### src/uart_rx_config.svh
`ifndef UART_RX_CONFIG_SVH
`define UART_RX_CONFIG_SVH

// -----------------------------------------------
// Input stage and bit timing
// -----------------------------------------------
`define UART_RX_SYNC_STAGES  2   // Flops between pin and logic
`define UART_RX_OS_WIDTH     5   // Oversample counter width
`define UART_RX_OS_LAST      15  // Counter wraps here, 16 ticks per bit
`define UART_RX_OS_CENTER    8   // Bit center count
`define UART_RX_OS_MAJ_INIT  5   // Majority filter cleared here

// -----------------------------------------------
// Receive FIFO
// -----------------------------------------------
`define UART_RX_FIFO_DEPTH   16
// Must hold 0 up to full depth
`define UART_RX_USAGE_WIDTH  5

// Character timeout in baud ticks
// 12 bit times of a longest frame, times 4
`define UART_RX_TIMEOUT_BAUDS 48

`endif

### src/uart_rx_pkg.sv
`default_nettype none

package uart_rx_pkg;

  // Frame FSM states
  typedef enum logic [2:0] {
    rx_idle   = 3'd0,
    rx_start  = 3'd1,
    rx_data   = 3'd2,
    rx_parity = 3'd3,
    rx_stop   = 3'd4,
    rx_resync = 3'd5  // After a framing error
  } rx_state_e;

  // One received character plus status, 11 bits
  typedef struct packed {
    logic       parity_err; // Parity mismatch for selected mode
    logic       frame_err;  // Stop bit sampled low
    logic       brk;        // Data, parity and stop all zero
    logic [7:0] data;       // LSB first, unused upper bits zero
  } rx_entry_t;

  typedef enum logic [1:0] {
    wl_5, wl_6, wl_7, wl_8
  } word_len_e;

  typedef enum logic [1:0] {
    par_odd, par_even, par_force_1, par_force_0
  } parity_mode_e;

  // FIFO trigger level in characters
  typedef enum logic [1:0] {
    tl_1, tl_4, tl_8, tl_14
  } fifo_tl_e;

endpackage

`default_nettype wire

### src/rx_bit_sampler.sv
`timescale 1ns/1ns
`default_nettype none

`include "uart_rx_config.svh"

module rx_bit_sampler (
  input  logic clk_i,
  input  logic rst_n_i,
  input  logic os_tick_i,       // 16x baud strobe
  input  logic rxd_i,           // Raw serial pin
  input  logic timer_restart_i, // Start edge seen by FSM
  output logic rxd_sync_o,
  output logic bit_center_o,
  output logic bit_value_o
);

  localparam logic [`UART_RX_OS_WIDTH-1:0] os_last     = `UART_RX_OS_LAST;
  localparam logic [`UART_RX_OS_WIDTH-1:0] os_center   = `UART_RX_OS_CENTER;
  localparam logic [`UART_RX_OS_WIDTH-1:0] os_maj_init = `UART_RX_OS_MAJ_INIT;

  logic [`UART_RX_SYNC_STAGES-1:0] sync_q;     // Shift chain, MSB is oldest
  logic [`UART_RX_OS_WIDTH-1:0]    os_cnt_q;   // Position inside current bit
  logic [1:0]                      high_cnt_q; // High samples before center
  logic                            in_window;

  // -----------------------------------------------
  // Synchronizer
  // -----------------------------------------------
  always_ff @(posedge clk_i) begin
    if (!rst_n_i) begin
      sync_q <= '1; // Idle line is high
    end else begin
      sync_q <= {sync_q[`UART_RX_SYNC_STAGES-2:0], rxd_i};
    end
  end

  assign rxd_sync_o = sync_q[`UART_RX_SYNC_STAGES-1];

  // -----------------------------------------------
  // Oversample bit timer
  // -----------------------------------------------
  always_ff @(posedge clk_i) begin
    if (!rst_n_i) begin
      os_cnt_q <= '0;
    end else if (timer_restart_i) begin
      os_cnt_q <= '0; // Align to start edge
    end else if (os_tick_i) begin
      os_cnt_q <= (os_cnt_q == os_last) ? '0 : os_cnt_q + 1'b1;
    end
  end

  // Strobe on the tick taken at count 8
  assign bit_center_o = os_tick_i & (os_cnt_q == os_center);

  // -----------------------------------------------
  // Majority filter
  // -----------------------------------------------
  // Samples at 6 and 7 are counted, sample 8 joins at the center
  assign in_window = (os_cnt_q > os_maj_init) && (os_cnt_q < os_center);

  always_ff @(posedge clk_i) begin
    if (!rst_n_i) begin
      high_cnt_q <= '0;
    end else if (os_cnt_q == os_maj_init) begin
      high_cnt_q <= '0;
    end else if (os_tick_i && in_window && rxd_sync_o) begin
      high_cnt_q <= high_cnt_q + 2'd1;
    end
  end

  // Two of three high
  assign bit_value_o = high_cnt_q[1] | (high_cnt_q[0] & rxd_sync_o);

endmodule

`default_nettype wire

### src/rx_frame_fsm.sv
`timescale 1ns/1ns
`default_nettype none

module rx_frame_fsm (
  input  logic                      clk_i,
  input  logic                      rst_n_i,
  input  logic                      rxd_sync_i,
  input  logic                      bit_center_i,
  input  logic                      bit_value_i,  // Filtered level at center
  input  uart_rx_pkg::word_len_e    word_len_i,
  input  logic                      par_en_i,
  input  uart_rx_pkg::parity_mode_e par_mode_i,
  output logic                      timer_restart_o,
  output logic                      push_o,       // Stop bit center
  output uart_rx_pkg::rx_entry_t    push_entry_o
);

  uart_rx_pkg::rx_state_e state_q, state_d;

  logic [7:0] rsr_q, rsr_d;         // Receive shift register
  logic [2:0] bit_cnt_q, bit_cnt_d; // Index of next data bit
  logic       any_one_q, any_one_d; // A one seen in data or parity
  logic       par_err_q, par_err_d;
  logic [2:0] last_bit;             // Index of final data bit, 4 to 7
  logic       data_parity;

  assign last_bit    = {1'b1, word_len_i};
  assign data_parity = ^rsr_q; // Upper bits zero, safe for short words

  // -----------------------------------------------
  // Next state and datapath
  // -----------------------------------------------
  always_comb begin
    state_d         = state_q;
    rsr_d           = rsr_q;
    bit_cnt_d       = bit_cnt_q;
    any_one_d       = any_one_q;
    par_err_d       = par_err_q;
    timer_restart_o = 1'b0;
    push_o          = 1'b0;

    case (state_q)
      uart_rx_pkg::rx_idle: begin
        if (!rxd_sync_i) begin
          timer_restart_o = 1'b1; // Falling edge, start counting
          state_d         = uart_rx_pkg::rx_start;
        end
      end

      uart_rx_pkg::rx_start: begin
        if (bit_center_i) begin
          if (!bit_value_i) begin
            rsr_d     = '0;
            bit_cnt_d = '0;
            any_one_d = 1'b0;
            par_err_d = 1'b0;
            state_d   = uart_rx_pkg::rx_data;
          end else begin
            state_d = uart_rx_pkg::rx_idle; // Glitch, not a start bit
          end
        end
      end

      uart_rx_pkg::rx_data: begin
        if (bit_center_i) begin
          rsr_d[bit_cnt_q] = bit_value_i; // LSB first
          any_one_d        = any_one_q | bit_value_i;
          bit_cnt_d        = bit_cnt_q + 3'd1;
          if (bit_cnt_q == last_bit) begin
            state_d = par_en_i ? uart_rx_pkg::rx_parity : uart_rx_pkg::rx_stop;
          end
        end
      end

      uart_rx_pkg::rx_parity: begin
        if (bit_center_i) begin
          case (par_mode_i)
            uart_rx_pkg::par_odd:     par_err_d = (data_parity == bit_value_i);
            uart_rx_pkg::par_even:    par_err_d = (data_parity != bit_value_i);
            uart_rx_pkg::par_force_1: par_err_d = ~bit_value_i;
            uart_rx_pkg::par_force_0: par_err_d = bit_value_i;
            default:                  par_err_d = 1'b0;
          endcase
          any_one_d = any_one_q | bit_value_i;
          state_d   = uart_rx_pkg::rx_stop;
        end
      end

      uart_rx_pkg::rx_stop: begin
        if (bit_center_i) begin
          push_o  = 1'b1;
          // Low stop bit means lost framing
          state_d = bit_value_i ? uart_rx_pkg::rx_idle : uart_rx_pkg::rx_resync;
        end
      end

      uart_rx_pkg::rx_resync: begin
        // Line still low, treat next bit slot as a start bit
        state_d = rxd_sync_i ? uart_rx_pkg::rx_idle : uart_rx_pkg::rx_start;
      end

      default: state_d = uart_rx_pkg::rx_idle;
    endcase
  end

  // -----------------------------------------------
  // Registers
  // -----------------------------------------------
  always_ff @(posedge clk_i) begin
    if (!rst_n_i) begin
      state_q   <= uart_rx_pkg::rx_idle;
      bit_cnt_q <= '0;
    end else begin
      state_q   <= state_d;
      bit_cnt_q <= bit_cnt_d;
    end
  end

  // Character payload, loaded at start bit
  always_ff @(posedge clk_i) begin
    rsr_q     <= rsr_d;
    any_one_q <= any_one_d;
    par_err_q <= par_err_d;
  end

  // Entry built at the stop bit center
  assign push_entry_o.data       = rsr_q;
  assign push_entry_o.brk        = ~any_one_q & ~bit_value_i;
  assign push_entry_o.frame_err  = ~bit_value_i;
  assign push_entry_o.parity_err = par_err_q;

endmodule

`default_nettype wire

### src/rx_fifo.sv
`timescale 1ns/1ns
`default_nettype none

`include "uart_rx_config.svh"

module rx_fifo #(
  parameter type entry_t = logic
) (
  input  logic                            clk_i,
  input  logic                            rst_n_i,
  input  logic                            clear_i,     // Empty in one cycle
  input  logic                            push_i,
  input  entry_t                          push_data_i,
  input  logic                            pop_i,
  output entry_t                          head_o,      // Fall-through head
  output logic                            empty_o,
  output logic                            full_o,
  output logic [`UART_RX_USAGE_WIDTH-1:0] usage_o,
  output logic                            overrun_o    // Push refused
);

  localparam int unsigned depth = `UART_RX_FIFO_DEPTH;
  localparam int unsigned ptr_w = $clog2(depth);
  localparam logic [`UART_RX_USAGE_WIDTH-1:0] usage_max = `UART_RX_FIFO_DEPTH;

  entry_t                          mem_q [depth];
  logic [ptr_w-1:0]                wr_ptr_q, rd_ptr_q;
  logic [`UART_RX_USAGE_WIDTH-1:0] usage_q;
  logic                            push_ok, pop_ok;

  assign empty_o   = (usage_q == '0);
  assign full_o    = (usage_q == usage_max);
  assign usage_o   = usage_q;
  assign push_ok   = push_i & ~full_o;
  assign pop_ok    = pop_i & ~empty_o;  // Pop on empty ignored
  assign overrun_o = push_i & full_o;   // Character lost
  assign head_o    = mem_q[rd_ptr_q];

  always_ff @(posedge clk_i) begin
    if (push_ok) mem_q[wr_ptr_q] <= push_data_i;
  end

  // -----------------------------------------------
  // Pointers and usage count
  // -----------------------------------------------
  always_ff @(posedge clk_i) begin
    if (!rst_n_i || clear_i) begin
      wr_ptr_q <= '0;
      rd_ptr_q <= '0;
      usage_q  <= '0;
    end else begin
      if (push_ok) wr_ptr_q <= wr_ptr_q + 1'b1; // Wraps at depth
      if (pop_ok) rd_ptr_q <= rd_ptr_q + 1'b1;
      case ({push_ok, pop_ok})
        2'b10:   usage_q <= usage_q + 1'b1;
        2'b01:   usage_q <= usage_q - 1'b1;
        default: usage_q <= usage_q; // Both or neither
      endcase
    end
  end

endmodule

`default_nettype wire

### src/rx_fifo_monitor.sv
`timescale 1ns/1ns
`default_nettype none

`include "uart_rx_config.svh"

module rx_fifo_monitor (
  input  logic                            clk_i,
  input  logic                            rst_n_i,
  input  logic                            baud_tick_i,
  input  uart_rx_pkg::fifo_tl_e           tl_i,
  input  logic [`UART_RX_USAGE_WIDTH-1:0] usage_i,
  input  logic                            activity_i, // Push, pop or clear
  output logic                            trigger_o,
  output logic                            timeout_o
);

  localparam int unsigned to_w = $clog2(`UART_RX_TIMEOUT_BAUDS + 1);
  localparam logic [to_w-1:0] to_last = `UART_RX_TIMEOUT_BAUDS - 1;

  logic [`UART_RX_USAGE_WIDTH-1:0] tl_chars;  // Level in characters
  logic [to_w-1:0]                 to_cnt_q;  // Baud ticks since activity

  // -----------------------------------------------
  // Trigger level
  // -----------------------------------------------
  always_comb begin
    case (tl_i)
      uart_rx_pkg::tl_1:  tl_chars = 5'd1;
      uart_rx_pkg::tl_4:  tl_chars = 5'd4;
      uart_rx_pkg::tl_8:  tl_chars = 5'd8;
      uart_rx_pkg::tl_14: tl_chars = 5'd14;
      default:            tl_chars = 5'd1;
    endcase
  end

  assign trigger_o = (usage_i >= tl_chars);

  // -----------------------------------------------
  // Character timeout
  // -----------------------------------------------
  always_ff @(posedge clk_i) begin
    if (!rst_n_i) begin
      to_cnt_q  <= '0;
      timeout_o <= 1'b0;
    end else begin
      timeout_o <= 1'b0;
      if (activity_i || usage_i == '0) begin
        to_cnt_q <= '0; // Held while empty
      end else if (baud_tick_i) begin
        if (to_cnt_q == to_last) begin
          to_cnt_q  <= '0; // Restart for next pulse
          timeout_o <= 1'b1;
        end else begin
          to_cnt_q <= to_cnt_q + 1'b1;
        end
      end
    end
  end

endmodule

`default_nettype wire

### src/uart_rx_top.sv
`timescale 1ns/1ns
`default_nettype none

`include "uart_rx_config.svh"

module uart_rx_top (
  input  logic                      clk_i,
  input  logic                      rst_n_i,
  input  logic                      os_tick_i,    // 16x baud strobe
  input  logic                      baud_tick_i,  // Baud strobe for timeout
  input  logic                      rxd_i,
  input  uart_rx_pkg::word_len_e    word_len_i,
  input  logic                      par_en_i,
  input  uart_rx_pkg::parity_mode_e par_mode_i,
  input  uart_rx_pkg::fifo_tl_e     fifo_tl_i,
  input  logic                      fifo_clear_i,
  input  logic                      rd_i,         // Pop strobe
  output uart_rx_pkg::rx_entry_t    rd_entry_o,
  output logic                      rd_empty_o,
  output logic                      overrun_o,
  output logic                      trigger_o,
  output logic                      timeout_o
);

  // -----------------------------------------------
  // Internal nets
  // -----------------------------------------------
  logic                            rxd_sync;
  logic                            bit_center;
  logic                            bit_value;
  logic                            timer_restart;
  logic                            push;
  uart_rx_pkg::rx_entry_t          push_entry;
  logic [`UART_RX_USAGE_WIDTH-1:0] fifo_usage;
  logic                            fifo_activity;

  assign fifo_activity = push | rd_i | fifo_clear_i; // Restarts timeout

  rx_bit_sampler u_rx_bit_sampler (
    .clk_i           (clk_i),
    .rst_n_i         (rst_n_i),
    .os_tick_i       (os_tick_i),
    .rxd_i           (rxd_i),
    .timer_restart_i (timer_restart),
    .rxd_sync_o      (rxd_sync),
    .bit_center_o    (bit_center),
    .bit_value_o     (bit_value)
  );

  rx_frame_fsm u_rx_frame_fsm (
    .clk_i           (clk_i),
    .rst_n_i         (rst_n_i),
    .rxd_sync_i      (rxd_sync),
    .bit_center_i    (bit_center),
    .bit_value_i     (bit_value),
    .word_len_i      (word_len_i),
    .par_en_i        (par_en_i),
    .par_mode_i      (par_mode_i),
    .timer_restart_o (timer_restart),
    .push_o          (push),
    .push_entry_o    (push_entry)
  );

  rx_fifo #(
    .entry_t (uart_rx_pkg::rx_entry_t)
  ) u_rx_fifo (
    .clk_i       (clk_i),
    .rst_n_i     (rst_n_i),
    .clear_i     (fifo_clear_i),
    .push_i      (push),
    .push_data_i (push_entry),
    .pop_i       (rd_i),
    .head_o      (rd_entry_o),
    .empty_o     (rd_empty_o),
    .full_o      (),           // Seen only through overrun
    .usage_o     (fifo_usage),
    .overrun_o   (overrun_o)
  );

  rx_fifo_monitor u_rx_fifo_monitor (
    .clk_i       (clk_i),
    .rst_n_i     (rst_n_i),
    .baud_tick_i (baud_tick_i),
    .tl_i        (fifo_tl_i),
    .usage_i     (fifo_usage),
    .activity_i  (fifo_activity),
    .trigger_o   (trigger_o),
    .timeout_o   (timeout_o)
  );

endmodule

`default_nettype wire

### config.mk
export PLATFORM = sky130hd
export DESIGN_NAME = uart_rx_top
export DESIGN_NICKNAME = d
export VERILOG_FILES = /design/src/uart_rx_pkg.sv /design/src/rx_bit_sampler.sv /design/src/rx_frame_fsm.sv /design/src/rx_fifo.sv /design/src/rx_fifo_monitor.sv /design/src/uart_rx_top.sv
export VERILOG_INCLUDE_DIRS = /design/src
export SDC_FILE = /design/constraint.sdc
export NUM_CORES = 1
export LEC_CHECK = 0
export BUFFER_PORTS_ARGS = -buffer_cell sky130_fd_sc_hd__buf_2
export CORE_MARGIN = 5
export CORE_UTILIZATION = 52
export CTS_BUF_LIST = sky130_fd_sc_hd__clkbuf_2 sky130_fd_sc_hd__clkbuf_4 sky130_fd_sc_hd__clkbuf_8
export DETAILED_ROUTE_END_ITERATION = 7
export PLACE_DENSITY = 0.8
export SYNTH_ARGS = -nofsm -noshare
export SYNTH_HDL_FRONTEND = slang
export SYNTH_SLANG_ARGS = --single-unit
### constraint.sdc
create_clock -name clk_i -period 8.1 [get_ports clk_i]
set_input_delay 1.62 -clock clk_i [delete_from_list [all_inputs] [get_ports clk_i]]
set_output_delay 1.62 -clock clk_i [all_outputs]
set_load 0.03 [all_outputs]
After elaboration in Yosys (flattened, before gate mapping)
Memories as Yosys holds them, arrays and structs flattened. A register that Yosys moved wholly into a read port is not among the register bits.
Cells that the tools add are included.
{"block": "totals", "ff_bits": 45, "romBits": 0, "wordCells": 139, "input_bits": 14, "mem_count": 1, "latchBits": 0, "ramBits": 176}
{"name": "u_rx_fifo.mem_q", "words": 16, "width": 11, "read_ports": 1, "rd_ports_with_merged_regs": 1, "write_ports": 1, "line_no": "rx_fifo.sv:26", "text": "entry_t mem_q [depth];"}
{"block": "op_classes", "add_sub_neg": 8, "div_mod_pow": 0, "n_mux": 42, "mul": 0, "reduce_logical": 25, "order_cmp": 5, "n_shift": 0, "n_eq_ne": 29, "bitwise": 16}
{"operator": "$mux W3", "n": 11}
{"operator": "$mux W8", "n": 3}
{"operator": "$pmux W5 S4", "n": 1}
{"operator": "$pmux W3 S6", "n": 1}
{"operator": "$pmux W8 S2", "n": 1}
{"operator": "$mux W1", "n": 13}
{"operator": "$ne A2 B2 Y1 const B", "n": 6}
{"operator": "$reduce_and A4 Y1", "n": 3}
{"operator": "$add A5 B1 Y5 const B", "n": 2}
{"operator": "$eq A2 B2 Y1 const B", "n": 5}
{"operator": "$eq A5 B4 Y1 const B", "n": 2}
{"operator": "$pmux W5 S2", "n": 1}
{"operator": "$add A4 B1 Y4 const B", "n": 2}
{"operator": "$bwmux W8", "n": 1}
{"operator": "$mux W4", "n": 2}
{"operator": "$reduce_bool A2 Y1", "n": 4}
{"operator": "$reduce_or A2 Y1", "n": 4}
{"operator": "$reduce_xor A8 Y1", "n": 1}
{"operator": "$add A6 B1 Y6 const B", "n": 1}
{"operator": "$and A1 B1 Y1", "n": 6}
{"operator": "$eq A2 B1 Y1 const B", "n": 3}
{"operator": "$eq A3 B2 Y1 const B", "n": 2}
{"operator": "$eq A3 B3 Y1 const B", "n": 2}
{"operator": "$eq A6 B6 Y1 const B", "n": 1}
{"operator": "32 further kinds", "n": 47}

Longest topological paths before layout
Gate-level depths: netlist of the first run.
{"block": "depth", "word_depth": 8, "ltp_mapped": 14, "depth_no_buf": 13}

Cells and area by module
A second synthesis of the first run with hierarchy kept.
{"block": "unflattened", "cells_unflattened": 630, "area_unflattened_um2": 9675.5}
{"mod": "rx_fifo", "cells_each": 404, "n_inst": 1, "area_per_inst_um2": 7651.1}
{"mod": "rx_frame_fsm", "cells_each": 126, "n_inst": 1, "area_per_inst_um2": 1112.3}
{"mod": "rx_bit_sampler", "cells_each": 51, "n_inst": 1, "area_per_inst_um2": 481.7}
{"mod": "rx_fifo_monitor", "cells_each": 48, "n_inst": 1, "area_per_inst_um2": 424.2}
{"mod": "uart_rx_top", "cells_each": 1, "n_inst": 1, "area_per_inst_um2": 6.3}

Least setup slack after synthesis of the first run
OpenSTA, ideal clock, no wires.
{"block": "synth_path", "path_kind": "input port to output port", "from": "input port os_tick_i", "to": "output port overrun_o", "path_stages": 4, "arrival_time_ns": 2.682, "t_required_ns": 6.480, "path_buffers": 1, "slack_ns": 3.798, "cell_sequence": "buf_4 -> nand4b_4 -> nor3b_4 -> nor2b_1"}
{"block": "synth_between", "elab_chain_cells": 4}
{"item": "start, declared", "line_no": "uart_rx_top.sv:9", "text": "input logic os_tick_i,"}
{"item": "$and A1 B1 Y1", "line_no": "rx_bit_sampler.sv:53", "text": "assign bit_center_o = os_tick_i & (os_cnt_q == os_center);"}
{"item": "$mux W1", "line_no": "rx_frame_fsm.sv:90", "text": "if (bit_center_i) begin"}
{"item": "$mux W1", "line_no": "rx_frame_fsm.sv:42", "text": "case (state_q)"}
{"item": "$and A1 B1 Y1", "line_no": "rx_fifo.sv:36", "text": "assign overrun_o = push_i & full_o;"}
{"item": "end, declared", "line_no": "uart_rx_top.sv:20", "text": "output logic overrun_o,"}
No other way between the ends.

==> results by group, run 1 <==
Worst setup path
  – Worst path required time: 6.48 ns
  – Arrival time worst endpoint: 2.85 ns
  – Nature of the critical path startpoint: register
  – Critical-path maximum fanout: 44
  – Worst reg2reg endpoint: u_rx_fifo.usage_o[4]
  – Worst setup path end: rd_entry_o[6]
  – Endpoint class of the critical path: output pin
  – R2R Path Start: u_rx_frame_fsm.state_q[2]
  – R2R Setup Slk: 4.75 ns
  – R2r worst-path depth: 11
  – Critical path type: register to output pin

Synth
  – Post-synthesis mux area share: 0.136
  – Post-synthesis net count: 602
  – XOR/XNOR Fraction of Synth Area: 0.0260
  – Synth Flop Type: edfxtp_1
  – Mapped Area: 9430 um^2
  – Cell taking the most area after synthesis: edfxtp_1
  – Syn_area_per_cell: 16.5 um^2
  – Sequential-to-total area share from yosys stat: 0.675
  – Largest family of logic cells by synthesized area: multiplexers
  – Post-synth EDFFs: 186
  – FF+latch count, synth: 225
  – Library cells used by synthesis: 56
  – Yosys warns: 0
  – Ranking of synthesized cells by area: edfxtp_1, mux4_2, dfxtp_1, ha_1, nor2_1
  – Synth Instances: 571
  – Synth async-reset ratio: 0
  – Synth top area share: 0.593
  – Adder-cell area share of the yosys netlist: 0.0226
  – Post-synth top cells: edfxtp_1, mux4_2, nor2_1, dfxtp_1
  – Post-synthesis compound-gate area fraction: 0.0348
  – Top-count cell post-synth: edfxtp_1
  – Simple-gate portion of the synthesized area: 0.0857

CTS
  – Clk sink count: 225
  – Clock Latency Late Sink: 0.52 ns
  – CTS tree: done
  – Max clock buf depth: 3
  – Clk slew on worst S/H paths: 0.06 ns
  – CTS root buf: clkbuf_8
  – CTS Hold Bufs: 0
  – Setup bufs post-CTS: 0
  – H-tree Lvls: 2
  – Num CTS Buffers: 36
  – PostCTS Resize Cnt: 0

Drt
  – Post-route DRC: 0
  – Initial drt markers: 425
  – DR vias: 5146
  – ANT nets after route: 0
  – Via density per instance: 5.94
  – Routed wire length per instance: 21.5 um
  – WL final: 18700 um
  – DRT Pass-1 Iters: 4

Placement
  – Placer Congestion: 0.823
  – DP HPWL: 11300 um
  – Placed cell count: 809
  – Port-buffer cells: 28
  – Post-DP Area: 9830 um^2

STA
  – RSZ-0062 raised after global routing: false
  – Slew of the pin with the lowest slew margin: 1.18 ns
  – FMAX: 224 MHz
  – Max-Slew Margin vs Limit: 0.212
  – Final Setup Violations: 0
  – Fin crit share: 0.552
  – Slew Viols, Final: 0
  – Final min period: 4.47 ns
  – Clock skew: 0.0167 ns
  – Final Hold Viols: 0
  – Fin Setup TNS: 0 ns

Cells and area
  – Post-Layout Cell Count: 867
  – Fin area: 10500 um^2
  – # nets final: 649
  – Synth-to-Final Area Change: 11.3%
  – Antenna diodes: 0
  – Layout cells sized above 1: 0.255
  – Final core utilization: 0.586

Global route
  – Global-route layer with the greatest usage: met2
  – Vias in the first global route: 5266
  – GR Layer Usage met3: 0.0390
  – GRT met1 Usage: 0.243
  – Tot GR Track Use: 0.188
  – First-pass GRT wire length: 29400 um
  – Met2 GRT Util: 0.319
  – Maximum number of pins on one net before global-route repair: 45
  – Antenna violations before repair: 0
  – Grt total ovfl: 0

Outcome
  – Status: complete, no violations

Pwr
  – Maximum VDD drop: 0.116 mV
  – Pleak: 3.62 nW
  – Power density cells: 207 nW/um^2

Hold path
  – Hold crit path type: register to register

Die
  – Initial Util: 0.527
  – Core area: 17900 um^2
  – Die width: 145 um
  – Die Ht: 145 um
  – Die area: 20900 um^2
  – I/O pins: 29
  – Site Rows: 49

Job
  – Max-cap violations: 0
metrics by stage:
stage                     power [W]  setup WS [ns]  hold slack, ns
after floorplan             0.00128           3.80           0.386
after global placement      0.00128           3.73           0.395
after detailed placement    0.00128           3.66           0.399
after CTS                   0.00219           3.53           0.413
after global routing        0.00225           3.44           0.456
final                       0.00217           3.63           0.411
flip-flops by register name (all words and copies together) (netlist names), 2 cells and up, named ones only:
signal and flops:
u_rx_fifo.rd_ptr_q 4, u_rx_frame_fsm.bit_cnt_q 3, u_rx_bit_sampler.high_cnt_q 2, u_rx_fifo.mem_q 176, u_rx_fifo_monitor.to_cnt_q 6, u_rx_bit_sampler.sync_q 2
u_rx_bit_sampler.os_cnt_q 5, u_rx_fifo.wr_ptr_q 4, u_rx_frame_fsm.state_q 3, u_rx_fifo.usage_o 5, u_rx_frame_fsm.rsr_q 8
cells in the final DEF (no fill, tap or decap), types with 3 or more instances in the layout:
master | Yosys | layout
nor3_1 | 9 | 9
mux2i_1 | 3 | 3
nor4_2 | 0 | 4
nand2b_1 | 9 | 9
or3_1 | 3 | 3
and2_1 | 6 | 6
clkbuf_4 | 0 | 12
buf_4 | 1 | 10
nand3_1 | 6 | 6
dfxtp_1 | 39 | 37
a211oi_1 | 4 | 4
o21ai_0 | 10 | 10
clkbuf_8 | 0 | 39
xor2_1 | 13 | 13
ha_1 | 17 | 17
mux4_2 | 55 | 55
edfxtp_1 | 186 | 186
nand3b_1 | 3 | 3
nor2_1 | 45 | 45
nand4_1 | 9 | 9
a21oi_1 | 17 | 17
nor3b_1 | 4 | 4
inv_1 | 15 | 15
buf_2 | 8 | 28
and3_1 | 7 | 7
clkinv_2 | 0 | 3
nand2_1 | 18 | 18
xnor2_1 | 15 | 15
nor2b_1 | 12 | 12
critical path, cell delays in order (launching register included):
cell and delay, ns:
dfxtp_2 0.31, buf_4 0.67, mux4_2 0.65, mux4_2 0.47, buf_2 0.19
per-layer routing:
| layer | up-vias | wire length (um) |
|---|---|---|
| met5 | - | 0 |
| met4 | 0 | 397 |
| met3 | 31 | 1110 |
| met2 | 168 | 9630 |
| met1 | 2631 | 7510 |
| li1 | 2316 | - |
worst min path at each step:
stage,start,end,slack [ns],cells past startpoint
2_1_floorplan,u_rx_bit_sampler.sync_q[0],u_rx_bit_sampler.sync_q[1],0.39,1
4_1_cts,u_rx_bit_sampler.sync_q[0],u_rx_bit_sampler.sync_q[1],0.41,1
3_5_place_dp,u_rx_bit_sampler.sync_q[0],u_rx_bit_sampler.sync_q[1],0.40,1
3_3_place_gp,u_rx_bit_sampler.sync_q[0],u_rx_bit_sampler.sync_q[1],0.39,1
6_report,u_rx_bit_sampler.sync_q[0],u_rx_bit_sampler.sync_q[1],0.41,1
5_1_grt,u_rx_bit_sampler.sync_q[0],u_rx_bit_sampler.sync_q[1],0.46,1
power breakdown:
part	internal [W]	switching (W)	leakage [nW]
Clock	0.000496	0.000419	0.355
Combinational	0.00000874	0.0000111	1.07
Sequential	0.00124	0.00000283	2.19
Total	0.00174	0.000433	3.62
cell families after synthesis:
kind of cell / count (synthesis)
flip-flops: 225
AND/OR/NAND/NOR: 148
multiplexers: 59
AO/OA/AOI/OAI: 50
buffers and inverters: 44
XOR/XNOR: 28
adder cells (fa/ha/maj): 17
final cells by class:
class                   count  area, um^2
flip-flops and latches    225        6370
clock buffers              51         627
fillers                  1336        7410
clock inverters             7        38.8
inverters                  15        56.3
multi-input cells         302        2900
well taps                 229         287
repair buffers             38         215
Note: power is estimated with default switching activity, not from simulation.
==> inputs of run 2 (changes only) <==
==> constraint.sdc (replaced) <==
create_clock -name clk_i -period 4.7 [get_ports clk_i]
set_input_delay 0.94 -clock clk_i [delete_from_list [all_inputs] [get_ports clk_i]]
set_output_delay 0.94 -clock clk_i [all_outputs]
set_load 0.03 [all_outputs]
==> run 2 against run 1 <==
Clock power up 81%. Sequential power is 73% higher. Hold slack lost 0.0012 ns. Via count is 0.16% higher. Global-route usage up 0.12 points. Count of clock-buffer cells in the layout fell by 3. Cell area grew 0.70%. First-iteration DRC count decreased by 0.47%. Critical path depth unchanged. Core utilization rose by 0.41 points. Setup slack worse by 2.6 ns. Clock skew rose by 0.0037 ns. Largest power group unchanged.
==> results by group, run 2 (synthesis gave the netlist of run 1 again) <==
Drt
  – Via density per instance: 5.89
  – Initial drt markers: 423
  – DR vias: 5154
  – DRT Pass-1 Iters: 5
  – Top routing layer in use: met4
  – Routed wire length per instance: 21.4 um
  – ANT nets after route: 0
  – Met2 wire length: 9680 um
  – WL final: 18700 um
  – Met3 wire length: 1140 um
  – Metal-1 WL: 7620 um
  – Post-route DRC: 0

CTS
  – Clock Latency Late Sink: 0.52 ns
  – Max clock buf depth: 3
  – Clk sink count: 225
  – Num CTS Buffers: 36
  – Clk slew on worst S/H paths: 0.06 ns
  – CTS tree: done
  – Setup bufs post-CTS: 0
  – CTS Hold Bufs: 0
  – PostCTS Resize Cnt: 0
  – H-tree Lvls: 2
  – CTS root buf: clkbuf_8

STA
  – Fin crit share: 0.778
  – Fin Setup TNS: 0 ns
  – RSZ-0062 raised after global routing: false
  – Max-Slew Margin vs Limit: 0.209
  – Final Hold Viols: 0
  – Slew Viols, Final: 0
  – FMAX: 274 MHz
  – Slew of the pin with the lowest slew margin: 1.18 ns
  – Final Setup Violations: 0
  – Final min period: 3.65 ns
  – Clock skew: 0.0203 ns

Die
  – Core area: 17900 um^2
  – I/O pins: 29
  – Site Rows: 49
  – Die area: 20900 um^2
  – Die Ht: 145 um
  – Initial Util: 0.527
  – Die width: 145 um

Worst setup path
  – R2R Path Start: u_rx_frame_fsm.state_q[2]
  – Critical path cell sequence: buf_4 > mux4_2 > mux4_2 > buf_2
  – Slowest library cell on the worst path: dfxtp_2
  – Crit path max-delay family: multiplexers
  – WP buf/inv: 2
  – R2R Setup Slk: 1.30 ns
  – Critical-path maximum fanout: 30
  – Worst path required time: 3.76 ns
  – Crit path top cell by count: mux4_2
  – Arrival time worst endpoint: 2.71 ns
  – Max incr delay on CP: 0.59 ns
  – Endpoint class of the critical path: output pin
  – Nature of the critical path startpoint: register
  – Critical path type: register to output pin
  – R2r worst-path depth: 11
  – Worst reg2reg endpoint: u_rx_fifo.usage_o[4]

Global route
  – Tot GR Track Use: 0.189
  – Antenna violations before repair: 0
  – Grt total ovfl: 0
  – Vias in the first global route: 5319
  – Maximum number of pins on one net before global-route repair: 45
  – First-pass GRT wire length: 29600 um

Pwr
  – Pleak: 3.65 nW
  – Power density cells: 363 nW/um^2
  – Maximum VDD drop: 0.289 mV

Cells and area
  – Layout cells sized above 1: 0.251
  – Top flop regs: u_rx_fifo.mem_q (176), u_rx_frame_fsm.rsr_q (8), u_rx_fifo_monitor.to_cnt_q (6)
  – Fillers: 1315
  – Fin area: 10600 um^2
  – Most frequent cells in the layout: edfxtp_1, mux4_2, nor2_1
  – Commonest non-fill, non-tap cell in the layout: edfxtp_1
  – Final core utilization: 0.590
  – Synth-to-Final Area Change: 12.1%
  – Largest Register: u_rx_fifo.mem_q
  – Antenna diodes: 0
  – Largest register FFs: 176
  – # nets final: 650

Placement
  – Placer Congestion: 0.834
  – Post-DP Area: 9850 um^2
  – DP HPWL: 11500 um
  – Port-buffer cells: 28

Hold path
  – Hold EP: u_rx_bit_sampler.sync_q[1]
  – Beginning of the worst hold path: u_rx_bit_sampler.sync_q[0]
  – Hold crit path type: register to register
  – Hold Crit Depth: 1

Job
  – Max-cap violations: 0

Outcome
  – Status: complete, no violations
## run 2: changes by cell type in the layout (fill, tap and decap cells not counted), sizes merged
cell,change
clkinv,+8
clkbuf,-3
bufinv,+2
buf,+1
## run 2: cell type report
class / instances / area (um^2) / area share
Clock buffer: 48 / 592 / 0.0560
Tap cell: 229 / 287 / 0.0271
Timing Repair Buffer: 39 / 235 / 0.0223
Multi-Input combinational cell: 302 / 2900 / 0.274
Clock inverter: 17 / 128 / 0.0121
Sequential cell: 225 / 6370 / 0.603
Inverter: 15 / 56.3 / 0.00533
## run 2: metal layers
| layer | track usage | up-vias |
|---|---|---|
| met5 | 0 | - |
| met4 | 0.0555 | 0 |
| met1 | 0.252 | 2630 |
| met2 | 0.320 | 180 |
| met3 | 0.0354 | 26 |
| li1 | - | 2318 |
## run 2: how the worst max path moves through the flow
| stage | from | endpoint | slack (ns) | cells after the start |
|---|---|---|---|---|
| after CTS | register | rd_entry_o[9] | 0.99 | 4 |
| final | register | rd_entry_o[9] | 1.05 | 4 |
| after detailed placement | os_tick_i | u_rx_fifo.usage_o[4] | 1.02 | 12 |
| after global routing | register | rd_entry_o[9] | 0.92 | 4 |
| after floorplan | os_tick_i | u_rx_fifo.usage_o[4] | 1.36 | 13 |
| after global placement | os_tick_i | u_rx_fifo.usage_o[4] | 1.20 | 12 |
## run 2: report_power, final
group / internal [W] / switching (W) / leakage [nW]
clock network: 0.000932 / 0.000731 / 0.375
registers: 0.00213 / 0.00000470 / 2.19
logic: 0.0000150 / 0.0000192 / 1.08
## run 2: through the flow
stage	setup slack (ns)	hold slack, ns	power [W]	instances
2_1_floorplan	1.36	0.386	0.00220	571
3_3_place_gp	1.20	0.393	0.00221	810
3_5_place_dp	1.02	0.400	0.00221	810
4_1_cts	0.992	0.413	0.00387	875
5_1_grt	0.919	0.431	0.00397	875
6_report	1.05	0.410	0.00383	875
## run 2: worst reg2reg max path, stage by stage, from the launching register on
cell	delay [ns]
dfxtp_1	0.53
nor3b_1	0.40
nor3b_4	0.40
nand2_2	0.23
ha_1	0.38
xor2_1	0.19
ha_1	0.24
nor4_1	0.24
nand2_1	0.12
o221a_2	0.15
or3_1	0.31
a21oi_1	0.14
==> inputs of run 3 (changes only) <==
==> constraint.sdc (replaced) <==
create_clock -name clk_i -period 3.8 [get_ports clk_i]
set_input_delay 0.76 -clock clk_i [delete_from_list [all_inputs] [get_ports clk_i]]
set_output_delay 0.76 -clock clk_i [all_outputs]
set_load 0.03 [all_outputs]
==> run 3 against run 2 <==
Core utilization fell by 0.12 points. Setup slack worse by 0.60 ns. Power up 19%. Via count shrank 0.21%. Register-to-register slack worse by 0.66 ns. Clock power rose by 12%. Critical path depth unchanged. Critical path type unchanged. Highest routed layer unchanged. Cell count up 0.46%. Cell area fell by 0.20%.
==> results by group, run 3 (synthesis gave the netlist of run 1 again) <==
CTS
  – Clk slew on worst S/H paths: 0.06 ns
  – Setup bufs post-CTS: 0
  – CTS root buf: clkbuf_8
  – Max clock buf depth: 3
  – PostCTS Resize Cnt: 0
  – CTS Hold Bufs: 0
  – Clk sink count: 225
  – Num CTS Buffers: 35
  – H-tree Lvls: 2
  – CTS tree: done
  – Clock Latency Late Sink: 0.52 ns

Drt
  – Routed wire length per instance: 20.9 um
  – Via density per instance: 5.85
  – Initial drt markers: 476
  – ANT nets after route: 0
  – DRT Pass-1 Iters: 5
  – Post-route DRC: 0
  – WL final: 18400 um
  – DR vias: 5143

Die
  – Die width: 145 um
  – Site Rows: 49
  – I/O pins: 29
  – Core area: 17900 um^2
  – Die Ht: 145 um
  – Initial Util: 0.527
  – Die area: 20900 um^2

STA
  – Fin crit share: 0.883
  – Max-Slew Margin vs Limit: 0.193
  – Fin Setup TNS: 0 ns
  – RSZ-0062 raised after global routing: false
  – Final min period: 3.36 ns
  – FMAX: 298 MHz
  – Final Setup Violations: 0
  – Final Hold Viols: 0
  – Slew of the pin with the lowest slew margin: 1.21 ns
  – Clock skew: 0.0297 ns
  – Slew Viols, Final: 0

Worst setup path
  – Critical-path maximum fanout: 9
  – Worst path required time: 3.04 ns
  – Nature of the critical path startpoint: register
  – Endpoint class of the critical path: output pin
  – Arrival time worst endpoint: 2.60 ns
  – Critical path type: register to output pin
  – R2R Path Start: u_rx_frame_fsm.state_q[2]

Cells and area
  – Most frequent cells in the layout: edfxtp_1, mux4_2, nor2_1
  – Synth-to-Final Area Change: 11.9%
  – Top flop regs: u_rx_fifo.mem_q (176), u_rx_frame_fsm.rsr_q (8), u_rx_fifo_monitor.to_cnt_q (6)
  – Register area: 6370 um^2
  – Largest register FFs: 176
  – Fillers: 1325
  – Commonest non-fill, non-tap cell in the layout: edfxtp_1
  – Multi-input gate area: 2900 um^2
  – Post-Layout Cell Count: 879
  – # nets final: 656
  – Largest Register: u_rx_fifo.mem_q
  – Layout cells sized above 1: 0.257
  – Antenna diodes: 0

Global route
  – First-pass GRT wire length: 28800 um
  – Maximum number of pins on one net before global-route repair: 45
  – Grt total ovfl: 0
  – Tot GR Track Use: 0.182
  – Antenna violations before repair: 0
  – Vias in the first global route: 5261

Pwr
  – Power density cells: 431 nW/um^2
  – Maximum VDD drop: 0.268 mV
  – Pleak: 3.65 nW

Outcome
  – Status: complete, no violations

Job
  – Max-cap violations: 0

Placement
  – DP HPWL: 11400 um
  – Placer Congestion: 0.830
  – Placed cell count: 817
  – Port-buffer cells: 28

Hold path
  – Beginning of the worst hold path: u_rx_bit_sampler.sync_q[0]
  – Hold crit path type: register to register
-- run 3: cell count changes in the layout (fill, tap and decap cells not counted), sizes merged --
cell	before	now
buf	39	46
bufinv	2	0
clkinv	13	12
-- run 3: cell type report --
type / instances / area share
sequential: 225 / 0.604
multi-input combinational: 302 / 0.275
clock buffer: 48 / 0.0549
timing repair buffer: 46 / 0.0273
tap: 229 / 0.0272
clock inverter: 14 / 0.00629
inverter: 15 / 0.00534
-- run 3: power by group --
| group | switching, W | internal (W) | leakage (nW) |
|---|---|---|---|
| clock network | 0.000871 | 0.000991 | 0.341 |
| registers | 0.00000616 | 0.00264 | 2.19 |
| logic | 0.0000238 | 0.0000186 | 1.12 |
| total | 0.000901 | 0.00365 | 3.65 |
-- run 3: worst paths after layout --
kind / to / slack, ns / cells after the start
setup / recovery: rd_entry_o[9] / 0.44 / 4
hold / removal: u_rx_bit_sampler.sync_q[1] / 0.41 / 1
setup reg to reg: u_rx_fifo.usage_o[4] / 0.64 / 11
hold reg to reg: u_rx_bit_sampler.sync_q[1] / 0.41 / 1
-- run 3: metrics by stage --
step	utilization	power, W	hold slack [ns]	instance area [um^2]	worst slack (ns)
2_1_floorplan	-	0.00272	0.386	9430	0.639
3_3_place_gp	0.553	0.00273	0.393	9900	0.654
3_5_place_dp	0.553	0.00274	0.414	9900	0.518
4_1_cts	0.589	0.00460	0.414	10500	0.367
5_1_grt	0.589	0.00472	0.427	10500	0.283
6_report	0.589	0.00455	0.411	10500	0.443
-- run 3: worst max-delay path, cell delays in order, from the launching register on --
cell     delay (ns)
dfxtp_2        0.52
buf_4          0.29
mux4_2         0.55
mux4_2         0.52
buf_2          0.20
-- run 3: metal layers --
layer / up-vias / wire length (um) / global-route usage
li1: 2340 / - / -
met1: 2617 / 7700 / 0.243
met2: 163 / 9380 / 0.309
met3: 23 / 948 / 0.0317
met4: 0 / 327 / 0.0545
met5: - / 0 / 0
